==> config.mk <==
export PLATFORM = sky130hd
export DESIGN_NAME = msx_core
export DESIGN_NICKNAME = d
export VERILOG_FILES = /design/src/rtl/msx_pkg.sv /design/src/rtl/cpu_bus_decode.sv /design/src/rtl/slot_select.sv /design/src/rtl/cpu_data_mux.sv /design/src/rtl/audio_mix.sv /design/src/rtl/msx_core.sv
export SDC_FILE = /design/constraint.sdc
export NUM_CORES = 1
export LEC_CHECK = 0
export BUFFER_PORTS_ARGS = -buffer_cell sky130_fd_sc_hd__buf_2
export CAP_MARGIN = 25
export CORE_UTILIZATION = 24
export DETAILED_ROUTE_END_ITERATION = 10
export PLACE_DENSITY = 0.46
export SYNTH_ARGS = -nofsm -noshare
export SYNTH_HDL_FRONTEND = slang
export SYNTH_SLANG_ARGS = --single-unit
==> constraint.sdc <==
create_clock -name clk -period 5.25 [get_ports clk]
set_clock_uncertainty 0.1 [all_clocks]
set_input_delay 0.2625 -clock clk [delete_from_list [all_inputs] [get_ports clk]]
set_output_delay 0.2625 -clock clk [all_outputs]
set_load 0.02 [all_outputs]
==> src/rtl/msx_pkg.sv <==
package msx_pkg;

   // Kind of access seen on the CPU bus
   // Held from the request pulse until the strobes go away
   typedef enum logic [2:0] {
      CYCLE_IDLE,
      CYCLE_MEM_RD,
      CYCLE_MEM_WR,
      CYCLE_IO_RD,
      CYCLE_IO_WR
   } bus_cycle_t;

   // Primary slot register
   localparam logic [7:0] PORT_SLOT_SEL = 8'hA8;

   // PPI port C, key click on bit 7
   localparam logic [7:0] PORT_PPI_C = 8'hAA;

   // First mapper port, FCh to FFh cover pages 0 to 3
   localparam logic [7:0] PORT_MAPPER_BASE = 8'hFC;

   // Slot holding the mapped RAM
   localparam logic [1:0] RAM_SLOT = 2'd3;

   // Slot holding the BIOS ROM
   localparam logic [1:0] ROM_SLOT = 2'd0;

endpackage

==> src/rtl/cpu_bus_decode.sv <==
`timescale 1ns/1ns

module cpu_bus_decode #(
   parameter int M1_WAIT = 1
) (
   input  logic               clk,
   input  logic               reset,
   input  logic               cpu_ce,
   input  logic               m1_n,
   input  logic               mreq_n,
   input  logic               iorq_n,
   input  logic               rd_n,
   input  logic               wr_n,
   input  logic [7:0]         addr,
   input  logic               ext_wait,
   output logic               req,
   output msx_pkg::bus_cycle_t cycle,
   output logic [7:0]         io_port,
   output logic               wait_n
);

   import msx_pkg::*;

   // Bus access in progress, memory or I/O with a read or write strobe
   logic       access_on;
   // Set once the current access has produced its request
   logic       iack;
   // Fresh access this clock, not yet acknowledged
   logic       access_new;
   bus_cycle_t cycle_next;

   // M1 edge detect and wait counter
   logic       last_m1;
   logic [2:0] wait_count;

   assign access_on  = (~mreq_n | ~iorq_n) & (~rd_n | ~wr_n);
   assign access_new = access_on & ~iack;

   // Classify from the strobes
   // I/O takes priority, read wins over write
   always_comb begin
      if (~iorq_n) begin
         cycle_next = rd_n ? CYCLE_IO_WR : CYCLE_IO_RD;
      end else begin
         cycle_next = rd_n ? CYCLE_MEM_WR : CYCLE_MEM_RD;
      end
   end

   // One request per access
   // iack only drops once both mreq_n and iorq_n are back high
   always_ff @(posedge clk) begin
      if (reset) begin
         iack  <= 1'b0;
         req   <= 1'b0;
         cycle <= CYCLE_IDLE;
      end else begin
         req <= 1'b0;
         if (mreq_n && iorq_n) begin
            iack  <= 1'b0;
            cycle <= CYCLE_IDLE;
         end else if (access_new) begin
            iack  <= 1'b1;
            req   <= 1'b1;
            cycle <= cycle_next;
         end
      end
   end

   // Low address byte latched with the request, I/O port number
   always_ff @(posedge clk) begin
      if (access_new) begin
         io_port <= addr;
      end
   end

   // M1 wait states
   // Counter loads on M1 going active, then drains once per cpu_ce
   always_ff @(posedge clk) begin
      if (reset) begin
         last_m1    <= 1'b0;
         wait_count <= 3'd0;
      end else if (cpu_ce) begin
         last_m1 <= ~m1_n;
         if (~m1_n && ~last_m1) begin
            wait_count <= 3'(M1_WAIT);
         end else if (wait_count != 3'd0) begin
            wait_count <= wait_count - 3'd1;
         end
      end
   end

   // External devices can stretch any cycle
   assign wait_n = (wait_count == 3'd0) && ~ext_wait;

endmodule

==> src/rtl/slot_select.sv <==
`timescale 1ns/1ns

module slot_select #(
   parameter int MEM_ADDR_W = 22
) (
   input  logic                  clk,
   input  logic                  reset,
   input  logic                  req,
   input  msx_pkg::bus_cycle_t   cycle,
   input  logic [7:0]            io_port,
   input  logic [7:0]            cpu_dout,
   input  logic [15:0]           addr,
   input  logic                  mreq_n,
   output logic [MEM_ADDR_W-1:0] mem_addr,
   output logic                  rom_ce,
   output logic                  ram_ce,
   output logic                  slot_data_rq,
   output logic [7:0]            io_data,
   output logic                  io_hit
);

   import msx_pkg::*;

   // Primary slot register, two bits per page
   logic [7:0] slot_reg;
   // Mapper page per 16 KB page
   logic [7:0] mapper_reg [4];

   logic       io_wr;
   logic       slot_port;
   logic       mapper_port;
   logic [1:0] page;
   logic [1:0] page_slot;
   logic [7:0] page_map;

   // Port decode, valid while cycle is held
   assign slot_port   = (io_port == PORT_SLOT_SEL);
   assign mapper_port = (io_port[7:2] == PORT_MAPPER_BASE[7:2]);
   assign io_wr       = req && (cycle == CYCLE_IO_WR);

   // Register writes on the request pulse
   always_ff @(posedge clk) begin
      if (reset) begin
         slot_reg <= 8'h00;
         for (int i = 0; i < 4; i++) begin
            // Pages 0..3 start at mapper pages 3..0
            mapper_reg[i] <= 8'(3 - i);
         end
      end else if (io_wr) begin
         if (slot_port) begin
            slot_reg <= cpu_dout;
         end
         if (mapper_port) begin
            mapper_reg[io_port[1:0]] <= cpu_dout;
         end
      end
   end

   // Page from the top two address bits
   assign page      = addr[15:14];
   assign page_slot = slot_reg[2*page +: 2];
   assign page_map  = mapper_reg[page];

   // External memory address
   // RAM goes through the mapper, everything else is flat
   always_comb begin
      if (page_slot == RAM_SLOT) begin
         mem_addr = MEM_ADDR_W'({page_map, addr[13:0]});
      end else begin
         mem_addr = MEM_ADDR_W'(addr);
      end
   end

   // Chip enables only during memory cycles
   assign rom_ce = ~mreq_n && (page_slot == ROM_SLOT);
   assign ram_ce = ~mreq_n && (page_slot == RAM_SLOT);

   // Slots 1 and 2 are empty and float high
   assign slot_data_rq = rom_ce | ram_ce;

   // Readback of slot and mapper registers
   assign io_hit = (cycle == CYCLE_IO_RD) && (slot_port || mapper_port);

   always_comb begin
      if (slot_port) begin
         io_data = slot_reg;
      end else begin
         io_data = mapper_reg[io_port[1:0]];
      end
   end

endmodule

==> src/rtl/cpu_data_mux.sv <==
`timescale 1ns/1ns

module cpu_data_mux (
   input  logic       rd_n,
   input  logic       io_hit,
   input  logic [7:0] io_data,
   input  logic       slot_data_rq,
   input  logic [7:0] mem_dout,
   output logic [7:0] cpu_din
);

   // Read data back to the CPU
   // Idle bus and unclaimed reads return FFh
   always_comb begin
      if (rd_n) begin
         // No read strobe
         cpu_din = 8'hFF;
      end else if (io_hit) begin
         // Internal I/O registers first
         cpu_din = io_data;
      end else if (slot_data_rq) begin
         // ROM or RAM slot selected
         cpu_din = mem_dout;
      end else begin
         // Empty slot or unknown port
         cpu_din = 8'hFF;
      end
   end

endmodule

==> src/rtl/audio_mix.sv <==
`timescale 1ns/1ns

module audio_mix (
   input  logic                clk,
   input  logic                reset,
   input  logic                req,
   input  msx_pkg::bus_cycle_t cycle,
   input  logic [7:0]          io_port,
   input  logic [7:0]          cpu_dout,
   input  logic                tape_in,
   input  logic signed [15:0]  device_sound,
   output logic [15:0]         audio
);

   import msx_pkg::*;

   logic               key_click;
   // Key click worth 32 plus tape worth 16, already times 16
   logic        [9:0]  sys_sound;
   logic signed [16:0] mix_sum;
   logic        [15:0] mix_sat;

   // Key click bit from PPI port C writes
   always_ff @(posedge clk) begin
      if (reset) begin
         key_click <= 1'b0;
      end else if (req && (cycle == CYCLE_IO_WR) && (io_port == PORT_PPI_C)) begin
         key_click <= cpu_dout[7];
      end
   end

   assign sys_sound = {key_click, tape_in, 8'h00};

   // 17-bit sum with sign extension of the device sound
   assign mix_sum = {device_sound[15], device_sound} + $signed({7'd0, sys_sound});

   // Clip to 15 bits, then shift up one
   always_comb begin
      if (mix_sum > 17'sd16383) begin
         mix_sat = 16'h7FFE;
      end else if (mix_sum < -17'sd16384) begin
         mix_sat = 16'h8000;
      end else begin
         mix_sat = {mix_sum[14:0], 1'b0};
      end
   end

   // One clock of latency on the output sample
   always_ff @(posedge clk) begin
      audio <= mix_sat;
   end

endmodule

==> src/rtl/msx_core.sv <==
`timescale 1ns/1ns

module msx_core #(
   parameter int M1_WAIT    = 1,
   parameter int MEM_ADDR_W = 22
) (
   input  logic                  clk,
   input  logic                  reset,
   // CPU bus
   input  logic                  cpu_ce,
   input  logic                  m1_n,
   input  logic                  mreq_n,
   input  logic                  iorq_n,
   input  logic                  rd_n,
   input  logic                  wr_n,
   input  logic [15:0]           addr,
   input  logic [7:0]            cpu_dout,
   output logic [7:0]            cpu_din,
   output logic                  wait_n,
   // External memory
   output logic [MEM_ADDR_W-1:0] mem_addr,
   output logic                  rom_ce,
   output logic                  ram_ce,
   input  logic [7:0]            mem_dout,
   // Sound and misc
   input  logic                  tape_in,
   input  logic                  ext_wait,
   input  logic signed [15:0]    device_sound,
   output logic [15:0]           audio
);

   import msx_pkg::*;

   // Decoded bus, shared by the register blocks
   logic       req;
   bus_cycle_t cycle;
   logic [7:0] io_port;

   // Slot side read data
   logic       slot_data_rq;
   logic [7:0] io_data;
   logic       io_hit;

   cpu_bus_decode #(
      .M1_WAIT (M1_WAIT)
   ) cpu_bus_decode_i (
      .clk      (clk),
      .reset    (reset),
      .cpu_ce   (cpu_ce),
      .m1_n     (m1_n),
      .mreq_n   (mreq_n),
      .iorq_n   (iorq_n),
      .rd_n     (rd_n),
      .wr_n     (wr_n),
      .addr     (addr[7:0]),
      .ext_wait (ext_wait),
      .req      (req),
      .cycle    (cycle),
      .io_port  (io_port),
      .wait_n   (wait_n)
   );

   slot_select #(
      .MEM_ADDR_W (MEM_ADDR_W)
   ) slot_select_i (
      .clk          (clk),
      .reset        (reset),
      .req          (req),
      .cycle        (cycle),
      .io_port      (io_port),
      .cpu_dout     (cpu_dout),
      .addr         (addr),
      .mreq_n       (mreq_n),
      .mem_addr     (mem_addr),
      .rom_ce       (rom_ce),
      .ram_ce       (ram_ce),
      .slot_data_rq (slot_data_rq),
      .io_data      (io_data),
      .io_hit       (io_hit)
   );

   // Data back to the CPU
   cpu_data_mux cpu_data_mux_i (
      .rd_n         (rd_n),
      .io_hit       (io_hit),
      .io_data      (io_data),
      .slot_data_rq (slot_data_rq),
      .mem_dout     (mem_dout),
      .cpu_din      (cpu_din)
   );

   audio_mix audio_mix_i (
      .clk          (clk),
      .reset        (reset),
      .req          (req),
      .cycle        (cycle),
      .io_port      (io_port),
      .cpu_dout     (cpu_dout),
      .tape_in      (tape_in),
      .device_sound (device_sound),
      .audio        (audio)
   );

endmodule

## Word-level counts from Yosys, hierarchy flattened

Memories as Yosys holds them, arrays and structs flattened. A register that Yosys moved wholly into a read port is not among the register bits.
Index checks and enable logic that the tools add are counted.

- Add/sub/neg operators: 2
- $mul: 0
- Divide/modulo/power cells: 0
- Order comparisons: 2
- Equal/unequal tests: 6
- Shift-type cells: 1
- Muxes and demuxes: 22
- Bitwise logic cells: 13
- Reduce and logical (&&, ||, !) cells: 17

Operators by type and width:

| cell | count |
|---|---|
| 2-to-1 mux 8 bit | 5 |
| 2-to-1 mux 22 bit | 1 |
| adder 16 x 11 -> 17 bit | 1 |
| greater-than comparator 17 x 15 -> 1 bit, second input constant | 1 |
| < comparator 17 x 15 -> 1 bit, second input constant | 1 |
| == test 8 bit, second input constant | 2 |
| 2-to-1 mux 16 bit | 1 |
| 2-to-1 mux 3 bit | 4 |
| logical AND 1 bit | 8 |
| 2-to-1 mux 1 bit | 8 |
| NOT 1 bit | 8 |
| OR reduction 8 bit | 1 |
| indexed part select 8 x 4 -> 2 bit | 1 |
| == test 6 bit, second input constant | 1 |
| 2-to-1 mux 2 bit | 3 |
| AND reduction 2 bit | 2 |
| == test 3 x 2 -> 1 bit, second input constant | 1 |
| == test 3 bit, second input constant | 1 |
| zero test 3 bit | 1 |
| OR 1 bit | 3 |
| nonzero test 3 bit | 1 |
| subtractor 3 x 1 -> 3 bit, second input constant | 1 |
| AND 1 bit | 2 |
| == test 2 bit, second input constant | 1 |
| 4 further kinds | 4 |

- Register bits after elaboration: 42
- Bits in latches: 0
- RAM bits: 32
- Bits in read-only memories: 0
- Bits of input ports: 58
- Output and inout bits: 49
- Logic and storage cells: 73
- Memories: 1

Memory list:

| memory | words | bits a word | rd ports | clocked after Yosys merged registers in | wr ports | line | text |
|---|---|---|---|---|---|---|---|
| slot_select_i.mapper_reg | 4 | 8 | 2 | 1 | 4 | slot_select.sv:27 | `logic [7:0] mapper_reg [4];` |

## Longest topological paths before layout

Gate-level depths: netlist (run 1).

- Depth after elaboration: 7
- Depth in mapped cells: 7
- Depth with buffers taken out: 7

## Cells and area by module

From an unflattened synthesis (run 1), not the netlist that was laid out.

- Cells, all modules: 321
- Area total of the unflattened synthesis: 3906.2 sq um

Modules (own cells, without submodules):

| module | times used | cells an instance | area an instance (sq um) | sequential area each (sq um) |
|---|---|---|---|---|
| slot_select | 1 | 173 | 2356.0 | 1121.1 |
| audio_mix | 1 | 76 | 772.0 | 320.3 |
| cpu_bus_decode | 1 | 58 | 658.1 | 420.4 |
| cpu_data_mux | 1 | 14 | 120.1 | 0.0 |

## Least setup slack after synthesis (run 1)

Ideal clock, no wire load.

- Path kind: register -> output
- Start point: reg cpu_bus_decode_i.io_port[1]
- End point: out cpu_din[0]
- Arrival: 2.002 ns
- Data required time: 4.888 ns
- Path slack: 2.886 ns
- Stages on the path, launching flop included: 6
- Buffers on the path: 1
- Path through: edfxtp_1 or2_2 or3_1 buf_6 a211o_4 a32oi_1

- Longest elaborated chain between the ends: 5
- Elaborated cells on any way between the ends: 6
- Classes of those cells: 1 x eq/ne; 3 x mux; 2 x reduce/logical

Ends and longest elaborated chain:

| item | line | text |
|---|---|---|
| start: declaration | cpu_bus_decode.sv:18 | `output logic [7:0] io_port,` |
| start signal: assignment | cpu_bus_decode.sv:72 | `io_port <= addr;` |
| == test 8 bit (*) | slot_select.sv:37 | `assign slot_port = (io_port == PORT_SLOT_SEL);` |
| logical OR 1 bit | slot_select.sv:82 | `assign io_hit = (cycle == CYCLE_IO_RD) && (slot_port \|\| mapper_port);` |
| logical AND 1 bit | slot_select.sv:82 |  |
| 2-to-1 mux 8 bit (*) | cpu_data_mux.sv:18 | `end else if (io_hit) begin` |
| 2-to-1 mux 8 bit (*) | cpu_data_mux.sv:15 | `if (rd_n) begin` |
| end: declaration | msx_core.sv:18 | `output logic [7:0] cpu_din,` |

Every way passes the cells marked *; elsewhere a longest branch is shown, timed or not.

## Worst setup path after layout (run 1)

- Start point: reg cpu_bus_decode_i.io_port[1]
- End point: out cpu_din[3]

Same word-level chain as after synthesis.

==> results of run 1 <==
[logic make-up after synthesis]
family,after synthesis,share of synthesized area [%]
AOI/OAI and AO/OA,53,10.5
xor gates and xnor gates,8,1.84
adders and majority gates,7,2.50
buffers and inverters,54,7.13
DFF,75,50.0
muxes,34,14.7
other,1,0.0985
and+or+nand+nor,89,13.3
[power groups by stage]
stage / clock network, mW / logic, mW / registers, mW
floorplan: 0 / 0.109 / 0.682
global placement: 0 / 0.170 / 0.679
detailed placement: 0 / 0.172 / 0.680
CTS: 0.558 / 0.173 / 0.668
global route: 0.579 / 0.186 / 0.672
finish: 0.537 / 0.171 / 0.668
[cells in the mapped netlist (2+ instances only)]
cell / count / share of area (%)
ha_1: 6 / 2.0
mux2_2: 4 / 1.2
mux4_2: 17 / 10
o22ai_1: 8 / 1.3
nor4_1: 2 / 0.33
buf_4: 15 / 3.0
o21ai_0: 5 / 0.66
inv_1: 26 / 2.6
clkbuf_1: 7 / 0.69
dfxtp_1: 35 / 18
a2bb2oi_1: 2 / 0.46
a211oi_1: 3 / 0.59
nand3_1: 5 / 0.66
a32oi_1: 8 / 1.8
nand2_1: 6 / 0.59
mux2i_1: 13 / 3.4
a21o_1: 2 / 0.39
edfxtp_1: 40 / 32
o211ai_1: 15 / 3.0
nor2_1: 18 / 1.8
buf_2: 4 / 0.53
and2_1: 28 / 4.6
nor3_1: 3 / 0.39
a21oi_1: 3 / 0.39
and3_1: 8 / 1.3
o31ai_1: 2 / 0.39
nand2b_1: 5 / 0.82
or2_2: 6 / 0.99
xor2_1: 7 / 1.6
nor2b_1: 2 / 0.33
[path summary, 6_finish.rpt]
| kind | cells after the start | slack [ns] | start | to |
|---|---|---|---|---|
| setup / recovery | 5 | 2.28 | cpu_bus_decode_i.io_port[1]$_DFFE_PP_ | cpu_din[3] |
| hold reg to reg | 2 | 0.35 | cpu_bus_decode_i.wait_count[0]$_SDFFE_PP0P_ | cpu_bus_decode_i.wait_count[0]$_SDFFE_PP0P_ |
| setup reg to reg | 4 | 2.55 | cpu_bus_decode_i.cycle[2]$_SDFFE_PP0P_ | slot_select_i.mapper_reg[1][2]$_SDFFCE_PN0P_ |
| hold / removal | 1 | 0.02 | addr[3] | cpu_bus_decode_i.io_port[3]$_DFFE_PP_ |
[stage by stage]
stage	hold slack (ns)	cells
after floorplan	0.253	321
after global placement	0.343	601
after detailed placement	0.344	602
after CTS	0.00871	618
after global routing	0.00648	619
final	0.0218	619
[critical path: stages, from the launching register on]
cell	delay, ns
edfxtp_1	0.43
or2_2	0.35
or3_1	0.59
a211o_4	0.48
a32oi_1	0.22
buf_2	0.19
[final cells by class]
type | count | area (sq um)
inverters | 26 | 97.6
flip-flops and latches | 75 | 1900
fillers | 1607 | 10700
well taps | 211 | 264
clock buffers | 13 | 240
clock inverters | 3 | 15.0
repair buffers | 99 | 508
multi-input cells | 192 | 1630
[placed cells by master, fill, tap and decap left out, types with 4 or more instances in the layout]
master / synthesis / final
a32oi_1: 8 / 8
and2_1: 28 / 28
and3_1: 8 / 8
buf_2: 4 / 94
buf_4: 15 / 5
clkbuf_1: 7 / 4
clkbuf_16: 0 / 9
dfxtp_1: 35 / 35
edfxtp_1: 40 / 40
ha_1: 6 / 6
inv_1: 26 / 26
mux2_2: 4 / 4
mux2i_1: 13 / 13
mux4_2: 17 / 17
nand2_1: 6 / 6
nand2b_1: 5 / 5
nand3_1: 5 / 5
nor2_1: 18 / 18
o211ai_1: 15 / 15
o21ai_0: 5 / 5
o22ai_1: 8 / 8
or2_2: 6 / 6
xor2_1: 7 / 7
[per-layer routing]
layer / routed length (um) / vias up
met5: 0 / -
met1: 4430 / 1333
met3: 570 / 27
li1: - / 1332
met2: 4710 / 97
met4: 302 / 0
==> summary.txt, run 1 <==
CTS
  • Root Buffer: clkbuf_16
  • TritonCTS clock tree: yes
  • Post-cts repair resize count: 0
  • Clock Latency Late Sink: 0.33 ns
  • Worst-path clk slew: 0.05 ns
  • CTS buffer count: 9
  • Bufs on Longest Clock Path: 2
  • Htree depth: 3
  • Post-CTS Setup Inserts: 0
  • CTS Sinks: 75
  • CTS hold repair buffers: 0

Logic synthesis
  • Synthesized instance count: 321
  • Synth cell types: 46
  • Synthesized net count: 386
  • Sequential element share of the synthesized area: 50.0%
  • Post-Syn Area: 0.00381 sq mm
  • Asr flop ratio synth: 0%
  • Post-Syn Area per Cell: 11.9 sq um
  • Number of synthesized flops with an enable pin: 40
  • Yosys reg bits: 75
  • Ys Warns: 0
  • Top_reg_cell synth: edfxtp_1

Power and ir drop
  • Part of the power in combinational logic: 12.4%
  • P_sw: 333 uW
  • Switching share of power: 24.2%
  • Internal: 1.04 mW
  • Leak pwr: 1.98 nW
  • Max VDD drop: 0.116 mV
  • Clock network power share: 39.0%
  • Design Power: 1.38 mW
  • Sequential share of power: 48.5%
  • Cell Pwr Density: 295 mW/mm^2

Timing
  • Max Fclk: 337 MHz
  • Final clock period utilization by the worst path: 56.5%
  • Final Max Slew Viols: 0
  • Setup violations, final: 0
  • Fin worst setup slack: 2.28 ns
  • Final hold vios: 0
  • Slew headroom: 31.4%
  • Unrepaired setup endpoints after global routing: false
  • Tmin final: 2.97 ns
  • Post-route setup TNS: 0 ns
  • Least-Margin Pin Slew: 1.02 ns

Floorplan
  • Io pins: 107
  • Core area: 0.0153 sq mm
  • Die Y: 128 um
  • Core Rows: 45
  • Initial Util: 24.9%
  • Die W: 128 um
  • Die area: 0.0164 sq mm

Global routing
  • First-pass GRT wire length: 15500 um
  • Vias in the first global route: 2770
  • Initial antenna violation count: 0
  • Grt met3 use: 3.51%
  • Total track usage: 13.0%
  • GR Overflow Total: 0
  • GRT busiest layer: met2
  • M2 GR Usage: 21.5%
  • Largest net degree at the start of global routing: 22
  • M1 GR Usage: 15.2%

Detailed routing
  • WL/cell: 16.2 um
  • DRC Markers: 0
  • Vias per cell: 4.51
  • Final ANT Viol Nets: 0
  • TritonRoute pass-1 iters: 4
  • DRT iter0 DRCs: 95
  • Routed WL: 10000 um
  • Vias: 2789

Final layout
  • Fin util: 30.4%
  • Largest register FFs: 32
  • Antenna cells: 0
  • Area grow syn2layout: 22.4%
  • Nets: 468
  • Proportion of layout cells with a drive suffix above 1: 35.0%
  • Final Cell Area: 0.00466 sq mm

Setup path
  • Crit-path max FO: 9
  • Crit. End Element: primary output
  • Crit path kind: reg2out
  • CP Data Required Time: 4.89 ns
  • Worst Setup Start Kind: flip-flop
  • Worst Path Arrival: 2.60 ns

Status
  • Outcome: finished, final reports clean

Placement
  • Setup Slack @ Placement: 2.40 ns
  • DP HPWL: 7490 um
  • Final GP Congestion: 0.753
  • Count of input and output buffers: 93
  • Dpl cell area: 0.00440 sq mm

Hold path
  • Worst hold path type: in2reg

Job
  • Maximum capacitance violations: 0
Power figures use the tool's default switching activity.
==> run 2, diff against run 1 <==
PLACE_DENSITY = 0.47   (was 0.46)
clock period = 2.4 ns   (was 5.25 ns; I/O delays follow)
==> summary.txt, run 2 (synthesis gave the netlist of run 1 again) <==
Final layout
  • Area grow syn2layout: 34.8%
  • Largest register FFs: 32 (unchanged)
  • Nets: 508 (+8.5%)
  • Proportion of layout cells with a drive suffix above 1: 35.9% (+0.89 points)
  • Antenna cells: 0 (unchanged)
  • Most frequent cells in the layout: buf_2 (86), edfxtp_1 (40), dfxtp_1 (35), dlygate4sd3_1 (29), and2_1 (28)
  • Fin util: 33.5% (+3.1 points)
  • Non-filler cells, final: 659 (+6.5%)
  • Commonest non-fill, non-tap cell in the layout: buf_2

Setup path
  • Worst path bufs/invs: 1 (unchanged)
  • Flop2flop setup slack: 0.22 ns (-2.33 ns)
  • Worst r2r src: cpu_bus_decode_i.io_port[2]$_DFFE_PP_
  • CP Data Required Time: 2.18 ns (-2.71 ns)
  • Slowest stage cell, crit path: or3_4
  • Worst Setup Start Kind: flip-flop
  • Worst R2R End: slot_select_i.slot_reg[1]$_SDFFE_PP0P_
  • R2r worst-path depth: 5 (+1)
  • CP max stage delay: 0.40 ns (-0.19 ns)
  • Crit-path max FO: 8 (-1)
  • Crit path kind: reg2out
  • Cell Chain, Critical Path: or3_4 > or3_4 > a211o_4 > a32oi_1 > buf_4
  • Crit. End Element: primary output
  • Crit-path most repeated cell: or3_4
  • Largest delay share family, worst path: simple AND/OR/NAND/NOR gates
  • Worst Path Arrival: 2.26 ns (-0.34 ns)

Timing
  • Final Max Slew Viols: 0 (unchanged)
  • Max Fclk: 403 MHz
  • Slew headroom: 65.8% (+34 points)
  • Final hold vios: 0 (unchanged)
  • Tmin final: 2.48 ns
  • Setup violations, final: 8 (+8)
  • Min Hold Slack: 0.0133 ns (-0.00857 ns)
  • Unrepaired setup endpoints after global routing: true
  • Least-Margin Pin Slew: 0.514 ns (-0.507 ns)
  • Fin worst setup slack: -0.0792 ns (-2.36 ns)
  • Final clock period utilization by the worst path: 103%

Hold path
  • Worst hold path type: in2reg
  • Cell count of the worst hold path: 3 (+2)
  • Hold Path End: slot_select_i.slot_reg[7]$_SDFFE_PP0P_
  • Worst hold start: cpu_dout[7]

Placement
  • Final GP Congestion: 0.749 (-0.62%)
  • DP HPWL: 7130 um (-4.9%)
  • Inst Count DP: 611 (+1.5%)
  • Count of input and output buffers: 93 (unchanged)

Floorplan
  • Core Rows: 45 (unchanged)
  • Io pins: 107 (unchanged)
  • Initial Util: 24.9% (unchanged)
  • Core area: 0.0153 sq mm (unchanged)
  • Die area: 0.0164 sq mm (unchanged)
  • Die W: 128 um (unchanged)
  • Die Y: 128 um (unchanged)

CTS
  • TritonCTS clock tree: yes
  • Bufs on Longest Clock Path: 2 (unchanged)
  • Htree depth: 3 (unchanged)
  • CTS buffer count: 9 (unchanged)
  • CTS Sinks: 75 (unchanged)
  • Clock Latency Late Sink: 0.34 ns (about the same)
  • Worst-path clk slew: 0.05 ns (about the same)
  • Root Buffer: clkbuf_16

Detailed routing
  • WL/cell: 15.7 um (-3.1%)
  • DRT iter0 DRCs: 94 (-1.1%)
  • TritonRoute pass-1 iters: 4 (unchanged)
  • Final ANT Viol Nets: 0 (unchanged)
  • Vias: 2947 (+5.7%)
  • Routed WL: 10300 um (+3.2%)
  • Vias per cell: 4.47 (-0.75%)
  • DRC Markers: 0 (unchanged)

Global routing
  • Initial antenna violation count: 0 (unchanged)
  • First-pass GRT wire length: 15700 um (+1.1%)
  • GR Overflow Total: 0 (unchanged)
  • Vias in the first global route: 2885 (+4.2%)
  • Largest net degree at the start of global routing: 22 (unchanged)
  • Total track usage: 13.2% (+0.22 points)

Power and ir drop
  • Design Power: 3.29 mW (+140%)
  • Max VDD drop: 0.273 mV (+130%)
  • Cell Pwr Density: 641 mW/mm^2 (+120%)
  • Leak pwr: 2.20 nW (+11%)

Status
  • Failing checks: setup timing
  • Outcome: complete, but fails checks

Job
  • Maximum capacitance violations: 0 (unchanged)
run 2: cell count changes in the layout (fill, tap and decap cells not counted), moves of 3 or more:
cell           previous run  this run
buf_4                     5        24
buf_2                    94        86
clkbuf_8                  0         3
dlygate4sd3_1             0        29
clkbuf_1                  4         0
run 2: worst max-delay path by stage:
stage                                                from    endpoint  slack, ns  depth (start not counted)
floorplan           cpu_bus_decode_i.io_port[1]$_DFFE_PP_  cpu_din[0]       0.18                          5
global placement    cpu_bus_decode_i.io_port[1]$_DFFE_PP_  cpu_din[3]       0.25                          5
detailed placement  cpu_bus_decode_i.io_port[1]$_DFFE_PP_  cpu_din[1]       0.22                          5
CTS                 cpu_bus_decode_i.io_port[2]$_DFFE_PP_  cpu_din[1]      -0.09                          5
global route        cpu_bus_decode_i.io_port[2]$_DFFE_PP_  cpu_din[3]      -0.17                          5
finish              cpu_bus_decode_i.io_port[2]$_DFFE_PP_  cpu_din[1]      -0.08                          5
run 2: per-layer routing:
layer	GRT usage, %	wire length [um]	vias up
li1	-	-	1412
met1	15.8	4420	1408
met3	4.17	715	17
met2	22.1	5040	110
met4	4.84	153	0
met5	0	0	-
run 2: tightest hold or removal path, cell delays in order:
cell and delay [ns]:
buf_2 0.14, mux2i_1 0.08, nor2_1 0.07
run 2: power by group:
group	leakage (nW)	switching (mW)	total, mW	internal (mW)
Sequential	0.683	0.0369	1.45	1.42
Combinational	1.36	0.219	0.430	0.211
Clock	0.155	0.522	1.41	0.886
run 2: layout make-up:
cell class                 count  area [sq um]
clock buffer                  12           267
clock inverter                 4          47.5
fill                        1598         10200
inverter                      26          97.6
multi-input combinational    192          1650
sequential                    75          1900
tap                          211           264
timing repair buffer         139           901
run 2: metrics by stage:
step	instance area, sq um	TNS [ns]	worst slack (ns)
2_1_floorplan	3810	0	0.178
3_3_place_gp	4470	0	0.247
3_5_place_dp	4470	0	0.220
4_1_cts	5090	-0.612	-0.0894
5_1_grt	5130	-1.19	-0.169
6_report	5130	-0.485	-0.0792
run 2: repair_timing:
action / in CTS / in global routing
hold buffers: 29 / 0
buffers inserted: 1 / 2
endpoints found under the hold margin: 29 / 0
pin swaps: 9 / 2
endpoints found under the setup margin: 8 / 8
gates resized for setup: 4 / 7
